**src/rsc_consts.svh**
```systemverilog
//------------------------------------------------
// widths, buffer depth and APB map of the RSC encoder
// N is held on RSC_NW bits but the buffer stops at RSC_BUF_DEPTH pairs
//------------------------------------------------
`ifndef RSC_CONSTS_SVH
`define RSC_CONSTS_SVH

// block length
`define RSC_NW         13         // width of N, in pairs
`define RSC_BUF_DEPTH  1024       // max pairs per block
`define RSC_AW         10         // buffer address width
`define RSC_LEN_MIN    13'd3      // shortest legal block

// APB side
`define RSC_APB_AW     8
`define RSC_APB_DW     32
`define RSC_STAT_W     16         // finished block counter
`define RSC_REG_CODE   8'h00      // rw, code rate
`define RSC_REG_LEN    8'h04      // rw, N
`define RSC_REG_STAT   8'h08      // ro, write clears

`endif

```
**src/rsc_pkg.sv**
```systemverilog
//------------------------------------------------
// shared types of the duobinary RSC encoder
// circulation lookup is only valid for N mod 7 != 0
//------------------------------------------------
package rsc_pkg;

  // code rate select, only 1/3, 2/5 and 3/7 carry W
  typedef enum logic [3:0] {
    code_1_3 = 4'd0,  code_1_2 = 4'd1,  code_2_3 = 4'd2,  code_3_4 = 4'd3,
    code_4_5 = 4'd4,  code_5_6 = 4'd5,  code_6_7 = 4'd6,  code_7_8 = 4'd7,
    code_8_9 = 4'd8,  code_9_10 = 4'd9, code_2_5 = 4'd10, code_3_5 = 4'd11,
    code_3_7 = 4'd12
  } rsc_code_t;

  typedef enum logic [1:0] {
    stage_pre = 2'd0,   // zero start, no output
    stage_y   = 2'd1,   // A, B and Y
    stage_w   = 2'd2    // W only
  } rsc_stage_t;

  typedef enum logic [2:0] {
    st_reset, st_wait, st_init_sc, st_data,
    st_load_sc, st_py, st_init_addr, st_pw
  } rsc_ctrl_state_t;

  // circulation state from N mod 7 and the pre-pass end state
  // candidate x is correct when zero-input advance of x, xor end state, gives x
  function automatic logic [2:0] rsc_circ_state(input logic [2:0] n_mod7,
                                                input logic [2:0] s_end);
    logic [2:0] adv;
    logic [2:0] sc;
    sc = '0;
    for (int x = 0; x < 8; x++) begin
      adv = x[2:0];
      for (int k = 0; k < 6; k++) begin
        if (k < n_mod7) adv = {adv[1] ^ adv[0], adv[2], adv[1]}; // {s1,s2,s3}
      end
      if ((adv ^ s_end) == x[2:0]) sc = x[2:0];
    end
    return sc;
  endfunction

endpackage

```
**src/rsc_apb_regs.sv**
```systemverilog
//------------------------------------------------
// APB config block, no wait states, pslverr on unmapped offsets
// LEN is clamped to RSC_LEN_MIN .. RSC_BUF_DEPTH on write
//------------------------------------------------
`timescale 1ns/10ps
`include "rsc_consts.svh"

module rsc_apb_regs (
  input  logic                   iclk,
  input  logic                   ireset,
  input  logic [`RSC_APB_AW-1:0] paddr,
  input  logic                   psel,
  input  logic                   penable,
  input  logic                   pwrite,
  input  logic [`RSC_APB_DW-1:0] pwdata,
  input  logic                   blk_done,
  output logic [`RSC_APB_DW-1:0] prdata,
  output logic                   pready,
  output logic                   pslverr,
  output rsc_pkg::rsc_code_t     code,
  output logic [`RSC_NW-1:0]     n_len
);
  import rsc_pkg::*;

  logic                   acc;        // access phase
  logic                   wr_en;
  logic                   hit_code;
  logic                   hit_len;
  logic                   hit_stat;
  logic [`RSC_NW-1:0]     len_wr;     // clamped write value
  logic [`RSC_STAT_W-1:0] stat_cnt;

  //------------------------------------------------
  // decode
  //------------------------------------------------
  assign acc      = psel & penable;
  assign wr_en    = acc & pwrite;
  assign hit_code = (paddr == `RSC_REG_CODE);
  assign hit_len  = (paddr == `RSC_REG_LEN);
  assign hit_stat = (paddr == `RSC_REG_STAT);

  assign pready   = 1'b1;                                 // never stalls
  assign pslverr  = acc & ~(hit_code | hit_len | hit_stat);

  always_comb begin
    len_wr = pwdata[`RSC_NW-1:0];
    if (len_wr < `RSC_LEN_MIN) len_wr = `RSC_LEN_MIN;
    else if (len_wr > `RSC_NW'(`RSC_BUF_DEPTH)) len_wr = `RSC_NW'(`RSC_BUF_DEPTH);
  end

  //------------------------------------------------
  // registers
  //------------------------------------------------
  always_ff @(posedge iclk or posedge ireset) begin
    if (ireset) begin
      code     <= code_1_3;
      n_len    <= `RSC_LEN_MIN;
      stat_cnt <= '0;
    end else begin
      if (wr_en & hit_code) code  <= rsc_code_t'(pwdata[3:0]);
      if (wr_en & hit_len)  n_len <= len_wr;
      if (wr_en & hit_stat) stat_cnt <= '0;             // any write clears
      else if (blk_done)    stat_cnt <= stat_cnt + 1'b1;
    end
  end

  // read mux, zero extended
  always_comb begin
    prdata = '0;
    if (hit_code)      prdata = `RSC_APB_DW'(code);
    else if (hit_len)  prdata = `RSC_APB_DW'(n_len);
    else if (hit_stat) prdata = `RSC_APB_DW'(stat_cnt);
  end

endmodule

```
**src/rsc_in_buf.sv**
```systemverilog
//------------------------------------------------
// dibit input buffer, one block at a time
// writes while full are dropped, full clears only on buf_release
// n_len must not change while a block is being written
//------------------------------------------------
`timescale 1ns/10ps
`include "rsc_consts.svh"

module rsc_in_buf (
  input  logic               iclk,
  input  logic               ireset,
  input  logic               in_wr,
  input  logic               in_a,
  input  logic               in_b,
  input  logic [`RSC_NW-1:0] n_len,
  input  logic               buf_release,
  input  logic               addr_clear,
  input  logic               addr_enable,
  output logic               full,
  output logic               rd_a,
  output logic               rd_b
);

  logic [1:0]         mem [`RSC_BUF_DEPTH];   // {a, b} per pair
  logic [`RSC_NW-1:0] wr_cnt;
  logic [`RSC_NW-1:0] wr_cnt_nxt;
  logic               wr_ok;
  logic [`RSC_AW-1:0] rd_addr;

  //------------------------------------------------
  // write side
  //------------------------------------------------
  assign wr_ok      = in_wr & ~full;
  assign wr_cnt_nxt = wr_cnt + 1'b1;

  always_ff @(posedge iclk or posedge ireset) begin
    if (ireset) begin
      wr_cnt <= '0;
      full   <= 1'b0;
    end else if (buf_release) begin        // block consumed
      wr_cnt <= '0;
      full   <= 1'b0;
    end else if (wr_ok) begin
      wr_cnt <= wr_cnt_nxt;
      full   <= (wr_cnt_nxt == n_len);     // Nth pair closes the block
    end
  end

  always_ff @(posedge iclk) begin
    if (wr_ok) begin
      mem[wr_cnt[`RSC_AW-1:0]] <= {in_a, in_b};
    end
  end

  //------------------------------------------------
  // read side, replaces the separate address generator
  //------------------------------------------------
  always_ff @(posedge iclk or posedge ireset) begin
    if (ireset) begin
      rd_addr <= '0;
    end else if (addr_clear) begin
      rd_addr <= '0;                       // start of every pass
    end else if (addr_enable) begin
      rd_addr <= rd_addr + 1'b1;
    end
  end

  // data valid one clock after addr_enable
  always_ff @(posedge iclk) begin
    if (addr_enable) begin
      {rd_a, rd_b} <= mem[rd_addr];
    end
  end

endmodule

```
**src/rsc_enc_ctrl.sv**
```systemverilog
//------------------------------------------------
// pass sequencer, pre pass then Y then optional W
// every step costs one sym_ena strobe, N >= 3 assumed
// code and N are sampled at init_sc, so changes apply next block
//------------------------------------------------
`timescale 1ns/10ps
`include "rsc_consts.svh"

module rsc_enc_ctrl (
  input  logic                iclk,
  input  logic                ireset,
  input  logic                sym_ena,
  input  rsc_pkg::rsc_code_t  code,
  input  logic [`RSC_NW-1:0]  n_len,
  input  logic                buf_full,
  input  logic                oblock_ready,
  output logic                buf_release,
  output logic                addr_clear,
  output logic                addr_enable,
  output logic                state_clear,
  output logic                state_load,
  output logic                sym_val,
  output logic                sym_sop,
  output logic                sym_eop,
  output rsc_pkg::rsc_stage_t stage
);
  import rsc_pkg::*;

  rsc_ctrl_state_t    state;
  rsc_ctrl_state_t    last_pass;      // pass that closes the block
  logic               nopw;           // code without W parity
  logic [`RSC_NW-1:0] num_m2;         // N - 2, counter runs one behind
  logic [`RSC_NW-1:0] cnt;
  logic               cnt_zero;       // first pair of the pass
  logic               cnt_done;       // last pair of the pass
  logic               blk_start;

  //------------------------------------------------
  // FSM
  //------------------------------------------------
  assign blk_start = buf_full & oblock_ready;
  assign last_pass = nopw ? st_py : st_pw;

  always_ff @(posedge iclk or posedge ireset) begin
    if (ireset) begin
      state <= st_reset;
    end else if (sym_ena) begin
      case (state)
        st_reset     : state <= blk_start ? st_wait : st_reset;
        st_wait      : state <= st_init_sc;
        st_init_sc   : state <= st_data;
        st_data      : state <= cnt_done ? st_load_sc : st_data;
        st_load_sc   : state <= st_py;
        st_py        : state <= cnt_done ? (nopw ? st_reset : st_init_addr) : st_py;
        st_init_addr : state <= st_pw;
        st_pw        : state <= cnt_done ? st_reset : st_pw;
        default      : state <= st_reset;
      endcase
    end
  end

  //------------------------------------------------
  // pass counter and block parameters
  //------------------------------------------------
  always_ff @(posedge iclk or posedge ireset) begin
    if (ireset) begin
      nopw     <= 1'b0;
      num_m2   <= '0;
      cnt      <= '0;
      cnt_zero <= 1'b0;
      cnt_done <= 1'b0;
    end else if (sym_ena) begin
      if (state == st_init_sc) begin
        nopw   <= (code != code_1_3) && (code != code_2_5) && (code != code_3_7);
        num_m2 <= n_len - 2'd2;
      end
      if (addr_clear) begin
        cnt      <= '0;
        cnt_zero <= 1'b1;
        cnt_done <= 1'b0;
      end else begin
        cnt      <= cnt + 1'b1;
        cnt_zero <= 1'b0;
        cnt_done <= (cnt == num_m2);      // flags pair N-1
      end
    end
  end

  //------------------------------------------------
  // strobes, all on sym_ena
  //------------------------------------------------
  assign addr_clear  = sym_ena & ((state == st_init_sc) | (state == st_load_sc) |
                                  (state == st_init_addr));
  assign addr_enable = sym_ena & ((state == st_data) | (state == st_py) | (state == st_pw));

  assign state_clear = sym_ena & (state == st_init_sc);
  assign state_load  = sym_ena & (state == st_load_sc);

  assign sym_val     = addr_enable;             // every pair, engine drops pre pass
  assign sym_sop     = addr_enable & cnt_zero;
  assign sym_eop     = addr_enable & cnt_done;
  assign buf_release = sym_eop & (state == last_pass);

  // held for the whole pass
  always_comb begin
    case (state)
      st_py   : stage = stage_y;
      st_pw   : stage = stage_w;
      default : stage = stage_pre;
    endcase
  end

endmodule

```
**src/rsc_enc_engine.sv**
```systemverilog
//------------------------------------------------
// duobinary RSC core, state {s1,s2,s3}
// outputs come 2 iclk after the controller strobe
// W pass relies on the Y pass ending back on the circulation state
//------------------------------------------------
`timescale 1ns/10ps

module rsc_enc_engine (
  input  logic                iclk,
  input  logic                ireset,
  input  logic                state_clear,
  input  logic                state_load,
  input  logic                sym_val,
  input  logic                sym_sop,
  input  logic                sym_eop,
  input  rsc_pkg::rsc_stage_t stage,
  input  logic                rd_a,
  input  logic                rd_b,
  output logic                out_val,
  output logic                out_sop,
  output logic                out_eop,
  output rsc_pkg::rsc_stage_t out_stage,
  output logic                out_a,
  output logic                out_b,
  output logic                out_p
);
  import rsc_pkg::*;

  logic       clear_d;
  logic       load_d;
  logic       val_d;
  logic       sop_d;
  logic       eop_d;
  rsc_stage_t stage_d;
  logic [2:0] st;         // {s1, s2, s3}
  logic [2:0] st_nxt;
  logic [2:0] n_mod7;     // pre pass length mod 7
  logic       t;
  logic       par_y;
  logic       par_w;
  logic       emit;       // pair goes out

  //------------------------------------------------
  // align strobes with buffer read data
  //------------------------------------------------
  always_ff @(posedge iclk or posedge ireset) begin
    if (ireset) begin
      clear_d <= 1'b0;
      load_d  <= 1'b0;
      val_d   <= 1'b0;
      sop_d   <= 1'b0;
      eop_d   <= 1'b0;
      stage_d <= stage_pre;
    end else begin
      clear_d <= state_clear;
      load_d  <= state_load;
      val_d   <= sym_val;
      sop_d   <= sym_sop;
      eop_d   <= sym_eop;
      stage_d <= stage;
    end
  end

  //------------------------------------------------
  // trellis step
  //------------------------------------------------
  assign t      = rd_a ^ rd_b ^ st[1] ^ st[0];
  assign st_nxt = {t, st[2] ^ rd_b, st[1] ^ rd_b};
  assign par_y  = t ^ st[2] ^ st[0];
  assign par_w  = t ^ st[0];
  assign emit   = val_d & (stage_d != stage_pre);

  always_ff @(posedge iclk or posedge ireset) begin
    if (ireset) begin
      st     <= '0;
      n_mod7 <= '0;
    end else if (clear_d) begin
      st     <= '0;                               // pre pass from zero
      n_mod7 <= '0;
    end else if (load_d) begin
      st     <= rsc_circ_state(n_mod7, st);       // st holds the pre pass end
    end else if (val_d) begin
      st     <= st_nxt;
      if (stage_d == stage_pre) begin
        n_mod7 <= (n_mod7 == 3'd6) ? 3'd0 : n_mod7 + 1'b1;
      end
    end
  end

  //------------------------------------------------
  // output registers
  //------------------------------------------------
  always_ff @(posedge iclk or posedge ireset) begin
    if (ireset) begin
      out_val   <= 1'b0;
      out_sop   <= 1'b0;
      out_eop   <= 1'b0;
      out_stage <= stage_pre;
    end else begin
      out_val   <= emit;
      out_sop   <= emit & sop_d;
      out_eop   <= emit & eop_d;
      out_stage <= stage_d;
    end
  end

  // payload, systematic bits only in Y pass
  always_ff @(posedge iclk) begin
    out_a <= (stage_d == stage_y) & rd_a;
    out_b <= (stage_d == stage_y) & rd_b;
    out_p <= (stage_d == stage_w) ? par_w : par_y;
  end

endmodule

```
**src/rsc_enc_top.sv**
```systemverilog
//------------------------------------------------
// RSC encoder top, APB config plus dibit stream in
// sink must take one item per sym_ena once oblock_ready starts a block
//------------------------------------------------
`timescale 1ns/10ps
`include "rsc_consts.svh"

module rsc_enc_top (
  input  logic                   iclk,
  input  logic                   ireset,
  // APB
  input  logic [`RSC_APB_AW-1:0] paddr,
  input  logic                   psel,
  input  logic                   penable,
  input  logic                   pwrite,
  input  logic [`RSC_APB_DW-1:0] pwdata,
  output logic [`RSC_APB_DW-1:0] prdata,
  output logic                   pready,
  output logic                   pslverr,
  // source side
  input  logic                   in_wr,
  input  logic                   in_a,
  input  logic                   in_b,
  output logic                   in_full,
  // pacing
  input  logic                   sym_ena,
  input  logic                   oblock_ready,
  // sink side
  output logic                   out_val,
  output logic                   out_sop,
  output logic                   out_eop,
  output rsc_pkg::rsc_stage_t    out_stage,
  output logic                   out_a,
  output logic                   out_b,
  output logic                   out_p
);
  import rsc_pkg::*;

  rsc_code_t          code;
  logic [`RSC_NW-1:0] n_len;
  logic               buf_release;   // also bumps STAT
  logic               addr_clear;
  logic               addr_enable;
  logic               state_clear;
  logic               state_load;
  logic               sym_val;
  logic               sym_sop;
  logic               sym_eop;
  rsc_stage_t         stage;
  logic               rd_a;
  logic               rd_b;

  rsc_apb_regs u_apb_regs (
    .iclk, .ireset, .paddr, .psel, .penable, .pwrite, .pwdata,
    .blk_done (buf_release),
    .prdata, .pready, .pslverr, .code, .n_len
  );

  rsc_in_buf u_in_buf (
    .iclk, .ireset, .in_wr, .in_a, .in_b, .n_len,
    .buf_release, .addr_clear, .addr_enable,
    .full (in_full),
    .rd_a, .rd_b
  );

  rsc_enc_ctrl u_enc_ctrl (
    .iclk, .ireset, .sym_ena, .code, .n_len,
    .buf_full (in_full),
    .oblock_ready, .buf_release, .addr_clear, .addr_enable,
    .state_clear, .state_load, .sym_val, .sym_sop, .sym_eop, .stage
  );

  rsc_enc_engine u_enc_engine (
    .iclk, .ireset, .state_clear, .state_load, .sym_val, .sym_sop, .sym_eop,
    .stage, .rd_a, .rd_b,
    .out_val, .out_sop, .out_eop, .out_stage, .out_a, .out_b, .out_p
  );

endmodule

```
**config.mk**
```make
export PLATFORM = sky130hd
export DESIGN_NAME = rsc_enc_top
export DESIGN_NICKNAME = d
export VERILOG_FILES = /design/src/rsc_pkg.sv /design/src/rsc_apb_regs.sv /design/src/rsc_in_buf.sv /design/src/rsc_enc_ctrl.sv /design/src/rsc_enc_engine.sv /design/src/rsc_enc_top.sv
export VERILOG_INCLUDE_DIRS = /design/src
export SDC_FILE = /design/constraint.sdc
export NUM_CORES = 2
export LEC_CHECK = 0
export BUFFER_PORTS_ARGS = -buffer_cell sky130_fd_sc_hd__buf_2
export CAP_MARGIN = 20
export CORE_MARGIN = 2
export CORE_UTILIZATION = 25
export CTS_CLUSTER_DIAMETER = 150
export CTS_CLUSTER_SIZE = 16
export DETAILED_ROUTE_END_ITERATION = 7
export GPL_TIMING_DRIVEN = 0
export PLACE_DENSITY = 0.46
export SYNTH_ARGS = -nofsm -noshare
export SYNTH_HDL_FRONTEND = slang
export SYNTH_SLANG_ARGS = --single-unit
```
**constraint.sdc**
```tcl
create_clock -name iclk -period 5.1 [get_ports iclk]
set_input_delay 0.255 -clock iclk [delete_from_list [all_inputs] [get_ports iclk]]
set_output_delay 0.255 -clock iclk [all_outputs]
set_load 0.005 [all_outputs]
```
# Word-level counts from Yosys, hierarchy flattened
# Memories as Yosys holds them, arrays and structs flattened. A register that Yosys moved wholly into a read port is not among the register bits.
# Index checks and enable logic that the tools add are counted.
[totals]
inputBits = 50
n_memories = 1
mem_bits_rw = 2048
register_bits = 110
[op_classes]
mux = 168
add_sub_neg = 6
order_cmp = 8
bitwise_logic = 78
eq_ne = 25
reduce_logical = 15
[mem_list]
columns = ["name", "words", "width", "rd", "rd_ports_with_merged_regs", "write_ports", "line", "text"]
rows = [
  ["u_in_buf.mem", 1024, 2, 1, 1, 1, "rsc_in_buf.sv:24", "logic [1:0] mem [`RSC_BUF_DEPTH];"],
]
[op_table]
columns = ["cell", "n"]
rows = [
  ["3-bit 2-to-1 mux", 139],
  ["13-bit 2-to-1 mux", 5],
  ["32-bit 2-to-1 mux", 2],
  ["16-bit 2-to-1 mux", 3],
  ["1-bit XOR", 43],
  ["3-bit equality test (second input constant)", 9],
  ["13-bit by 1-bit adder with 13-bit output (second input constant)", 2],
  ["13-bit equality test", 2],
  ["3-bit case mux with 8 select lines", 1],
  ["3-bit XOR", 7],
  ["1-bit bitwise AND", 20],
  ["10-bit 2-to-1 mux", 2],
  ["16-bit by 1-bit adder with 16-bit output (second input constant)", 1],
  ["13-bit by 11-bit > comparator with 1-bit output (second input constant)", 1],
  ["13-bit by 2-bit < comparator with 1-bit output (second input constant)", 1],
  ["13-bit by 2-bit subtractor with 13-bit output (second input constant)", 1],
  ["3-bit by 2-bit equality test with 1-bit output (second input constant)", 4],
  ["2-bit nonzero test", 6],
  ["10-bit by 1-bit adder with 10-bit output (second input constant)", 1],
  ["1-bit 2-to-1 mux", 10],
  ["2-bit 2-to-1 mux", 5],
  ["8-bit by 3-bit equality test with 1-bit output (second input constant)", 1],
  ["8-bit by 4-bit equality test with 1-bit output (second input constant)", 1],
  ["8-bit zero test", 1],
  ["other kinds (20)", 32],
]

# Depth between registers and ports, before layout
[depth]
ltp_word = 35
mapped_depth = 15
ltp_nobuf = 9

# Modules after synthesis
# From an unflattened synthesis, not the netlist that was laid out.
[unflattened]
hier_cells = 5505
area_unflattened_um2 = 90808.3
[by_module_without_submodules]
columns = ["module", "area_each_um2", "instances", "cells_per_inst", "seq_area_each_um2"]
rows = [
  ["rsc_in_buf", 85733.5, 1, 4971, 62159.6],
  ["rsc_apb_regs", 1885.6, 1, 191, 828.3],
  ["rsc_enc_ctrl", 1830.5, 1, 199, 800.8],
  ["rsc_enc_engine", 1358.8, 1, 144, 510.5],
]

# Worst setup path after synthesis
# No wires, ideal clock.
[synth_path]
path_kind = "reg2reg"
startpoint = "register u_in_buf.rd_addr[1]"
endpoint = "register u_in_buf.rd_a (read register of u_in_buf.mem) (data pin)"
setup_ns = 0.269
path_buffers = 4
t_arrival_ns = 2.555
stages_incl_launch_ff = 11
setup_slack_ns = 2.275
cell_sequence = "dfrtp_1 buf_2 buf_2 buf_4 clkbuf_1 mux4_2 a221oi_1 o21ai_0 a211o_1 a311oi_1 o32ai_1"
[synth_lines]
columns = ["element", "line", "text"]
rows = [
  ["start: declaration", "rsc_in_buf.sv:28", "logic [`RSC_AW-1:0] rd_addr;"],
  ["start signal: assignment", "rsc_in_buf.sv:64", "rd_addr <= rd_addr + 1'b1;"],
  ["end: declaration", "rsc_in_buf.sv:20", "output logic rd_a,"],
]

==> impl_metrics.ini <==
[timing]
clock_skew_ns = 0.0670
max_freq_mhz = 187
setup_violations = 2
worstMarginPinSlew_ns = 1.27
slew_headroom_pct = 14.9
rsz0062_at_grt = false
finalHoldViolCount = 0
tns_ns = -0.428
setup_ws_ns = -0.256
period_needed_ns = 5.36
drv_slew = 0
fin_crit_sh_pct = 105

[power_and_ir_drop]
cellLeakagePower_uw = 0.0310
p_total_uw = 49600
ir_worst_vdd_uv = 343
p_per_area_nw_per_um2 = 482

[yosys]
synth_top_cell_by_area = edfxtp_1
ys_top_cells_by_area = edfxtp_1 69%, mux4_2 11%, nor2_1 4.9%, dfrtp_1 2.9%, mux2i_1 2.4%
ys_seq_area_share_pct = 71.7
synth_edf_count = 2050
ys_async_sr_fraction_pct = 4.95
synth_warnings = 0
synth_area_um2 = 89700
yosysUniqueCellTypes = 71
synth_flop_cell = edfxtp_1
yosys.area.top_type_share_pct = 68.6
synth-seq-cells = 2160
netlist_instances = 5461
syn_avg_cell_area_um2 = 16.4

[clocking]
max-clock-path-buffers = 3
clkTransAtPathRegs_ns = 0.08
cts_tree = done
cts_setup_buffers = 0
insertion_delay_ns = 0.88
cts.sinks = 2160
htreeDepth = 4
cts-root-buf = clkbuf_16
numCtsBuffers = 153

[routing]
drtIter0Drc = 10200
vias_per_cell = 5.31
wl_met3_um = 42800
dr.max_layer_used = met5
wire_per_inst_um = 37.6
drc_errors = 0
vias = 56500
wl_met2_um = 176000
wirelength_um = 400000
firstDrtPassIters = 6
wl_met1_um = 156000
postRouteAntennaNets = 0

[final_layout]
fillers = 35400
final_util_pct = 28.9
nets = 5878
fin_cells = 10600
area_growth_pct = 14.7
fin_area_um2 = 103000
final_cell_mix = 2050 x edfxtp_1, 1160 x nor2_1, 456 x mux4_2
layout_commonest_cell = edfxtp_1
drive_above_1_share_pct = 17.6

[place]
place_area_um2 = 98000
dpl.cell_count = 10400
gp_congestion = 0.968
dpl.hpwl_um = 272000
portBuffers = 54

[critical_path]
crit_type = register to register
r2r-end = u_in_buf.rd_a
crit_start = u_in_buf.rd_addr[1]
timing.reg2reg.setup_slack_ns = -0.26
regToRegStartpoint = u_in_buf.rd_addr[1]
arrival_ns = 5.93
crit_fanout = 10
endpoint = u_in_buf.rd_a
required_ns = 5.67
cp-end-kind = register
startpoint_type = register
reg2reg_depth = 11

[die]
die_h_um = 603
ios = 93
die_w_um = 603
initial_core_util_pct = 25.2
die-area_um2 = 364000
core_um2 = 356000
rows = 219

[global_routing]
grt_antenna_before_repair = 56
grt_pass1_wl_um = 519000
track_usage_pct = 21.5
grt_max_degree = 163
grt_pass1_vias = 54100
grt_overflow = 0

[run_status]
status = complete, but fails checks
violations = negative setup slack

[hold_path]
hold_class = primary input to register

[run]
drv_cap = 0
how the worst min path moves through the flow:
stage / start / end / slack [ns] / cells after the start
final: pwrite / u_apb_regs.code[2] / 0.05 / 4
after global routing: pwrite / u_apb_regs.code[1] / 0.05 / 4
after CTS: pwrite / u_apb_regs.code[2] / 0.00009 / 4
after detailed placement: ireset / u_enc_ctrl.cnt[1] / 0.27 / 2
after global placement: u_enc_engine.stage_d[1] / u_enc_engine.out_stage[1] / 0.43 / 0
after floorplan: in_b / u_in_buf.mem[0][0] / 0.35 / 0
layout make-up:
| class | count | area (um^2) | area share (%) |
|---|---|---|---|
| antenna | 11 | 27.5 | 0.0267 |
| buffer | 457 | 2540 | 2.47 |
| clock buffer | 197 | 4030 | 3.91 |
| clock inverter | 15 | 308 | 0.299 |
| inverter | 22 | 87.6 | 0.0851 |
| multi-input combinational | 2836 | 23200 | 22.5 |
| sequential | 2160 | 64300 | 62.5 |
| tap | 4751 | 5940 | 5.78 |
| timing repair buffer | 190 | 2510 | 2.43 |
per-layer routing:
layer | vias up | GRT usage (%)
li1 | 21600 | -
met1 | 30200 | 28.2
met2 | 3811 | 32.7
met3 | 817 | 5.39
met4 | 32 | 11.3
met5 | - | 0
per-stage QoR:
step                      setup WS (ns)  hold slack (ns)
after detailed placement          -2.06            0.272
after global placement           -10.74            0.428
after global routing             0.0102           0.0511
after CTS                      0.000327        0.0000949
after floorplan                    2.03            0.354
final                            -0.256           0.0471
state kept, by name, indices dropped and copies added (netlist names), 4 cells and up:
name / flops
u_in_buf.mem: 2048
u_apb_regs.stat_cnt: 16
u_apb_regs.n_len: 13
u_enc_ctrl.cnt: 13
u_enc_ctrl.num_m2: 13
u_in_buf.wr_cnt: 13
u_in_buf.rd_addr: 10
u_apb_regs.code: 4
timing repair:
action,in CTS,in global routing
endpoints found under the setup margin,2,2
hold buffers,28,0
hold endpoints to repair,243,0
gates resized for setup,71,4
synthesized netlist by cell type (all sizes together), types with 10 or more instances:
cell type	n
nand2	199
edfxtp	2050
a22oi	74
and3	15
nand2b	18
a22o	27
nor2b	25
and2	23
inv	22
o211ai	17
dfrtp	105
mux2i	212
o21ai	69
a221oi	42
nor3b	11
a31oi	15
mux2	14
nor3	18
mux4	456
buf	210
a2111oi	10
xor2	49
clkbuf	248
nor4	16
o22ai	28
nand3	46
a211oi	13
nor2	1169
a21oi	96
nand4	20
xnor2	43
report_power, final:
| group | leakage (uW) | switching, uW | total (uW) | internal (uW) |
|---|---|---|---|---|
| registers | 0.0198 | 105 | 19600 | 19500 |
| logic | 0.00904 | 12600 | 17900 | 5290 |
| clock network | 0.00208 | 6450 | 12000 | 5600 |
worst max-delay path, cell delays in order (launching register included):
cell and delay, ns:
dfrtp_1 0.37, buf_4 0.37, buf_4 0.48, buf_4 0.52
buf_4 0.61, buf_4 0.50, mux2i_1 0.43, o211ai_1 0.25
a211oi_1 0.38, a211oi_2 0.14, a311oi_4 0.52, o32ai_2 0.30
kinds of logic after synthesis:
kind of cell | synth area share, %
other | 0.00837
xor gates and xnor gates | 0.898
DFF | 71.7
adders and majority gates | 0.112
and+or+nand+nor | 7.20
muxes | 14.0
AOI/OAI and AO/OA | 3.45
buffers and inverters | 2.68
Power figures use the tool's default switching activity.
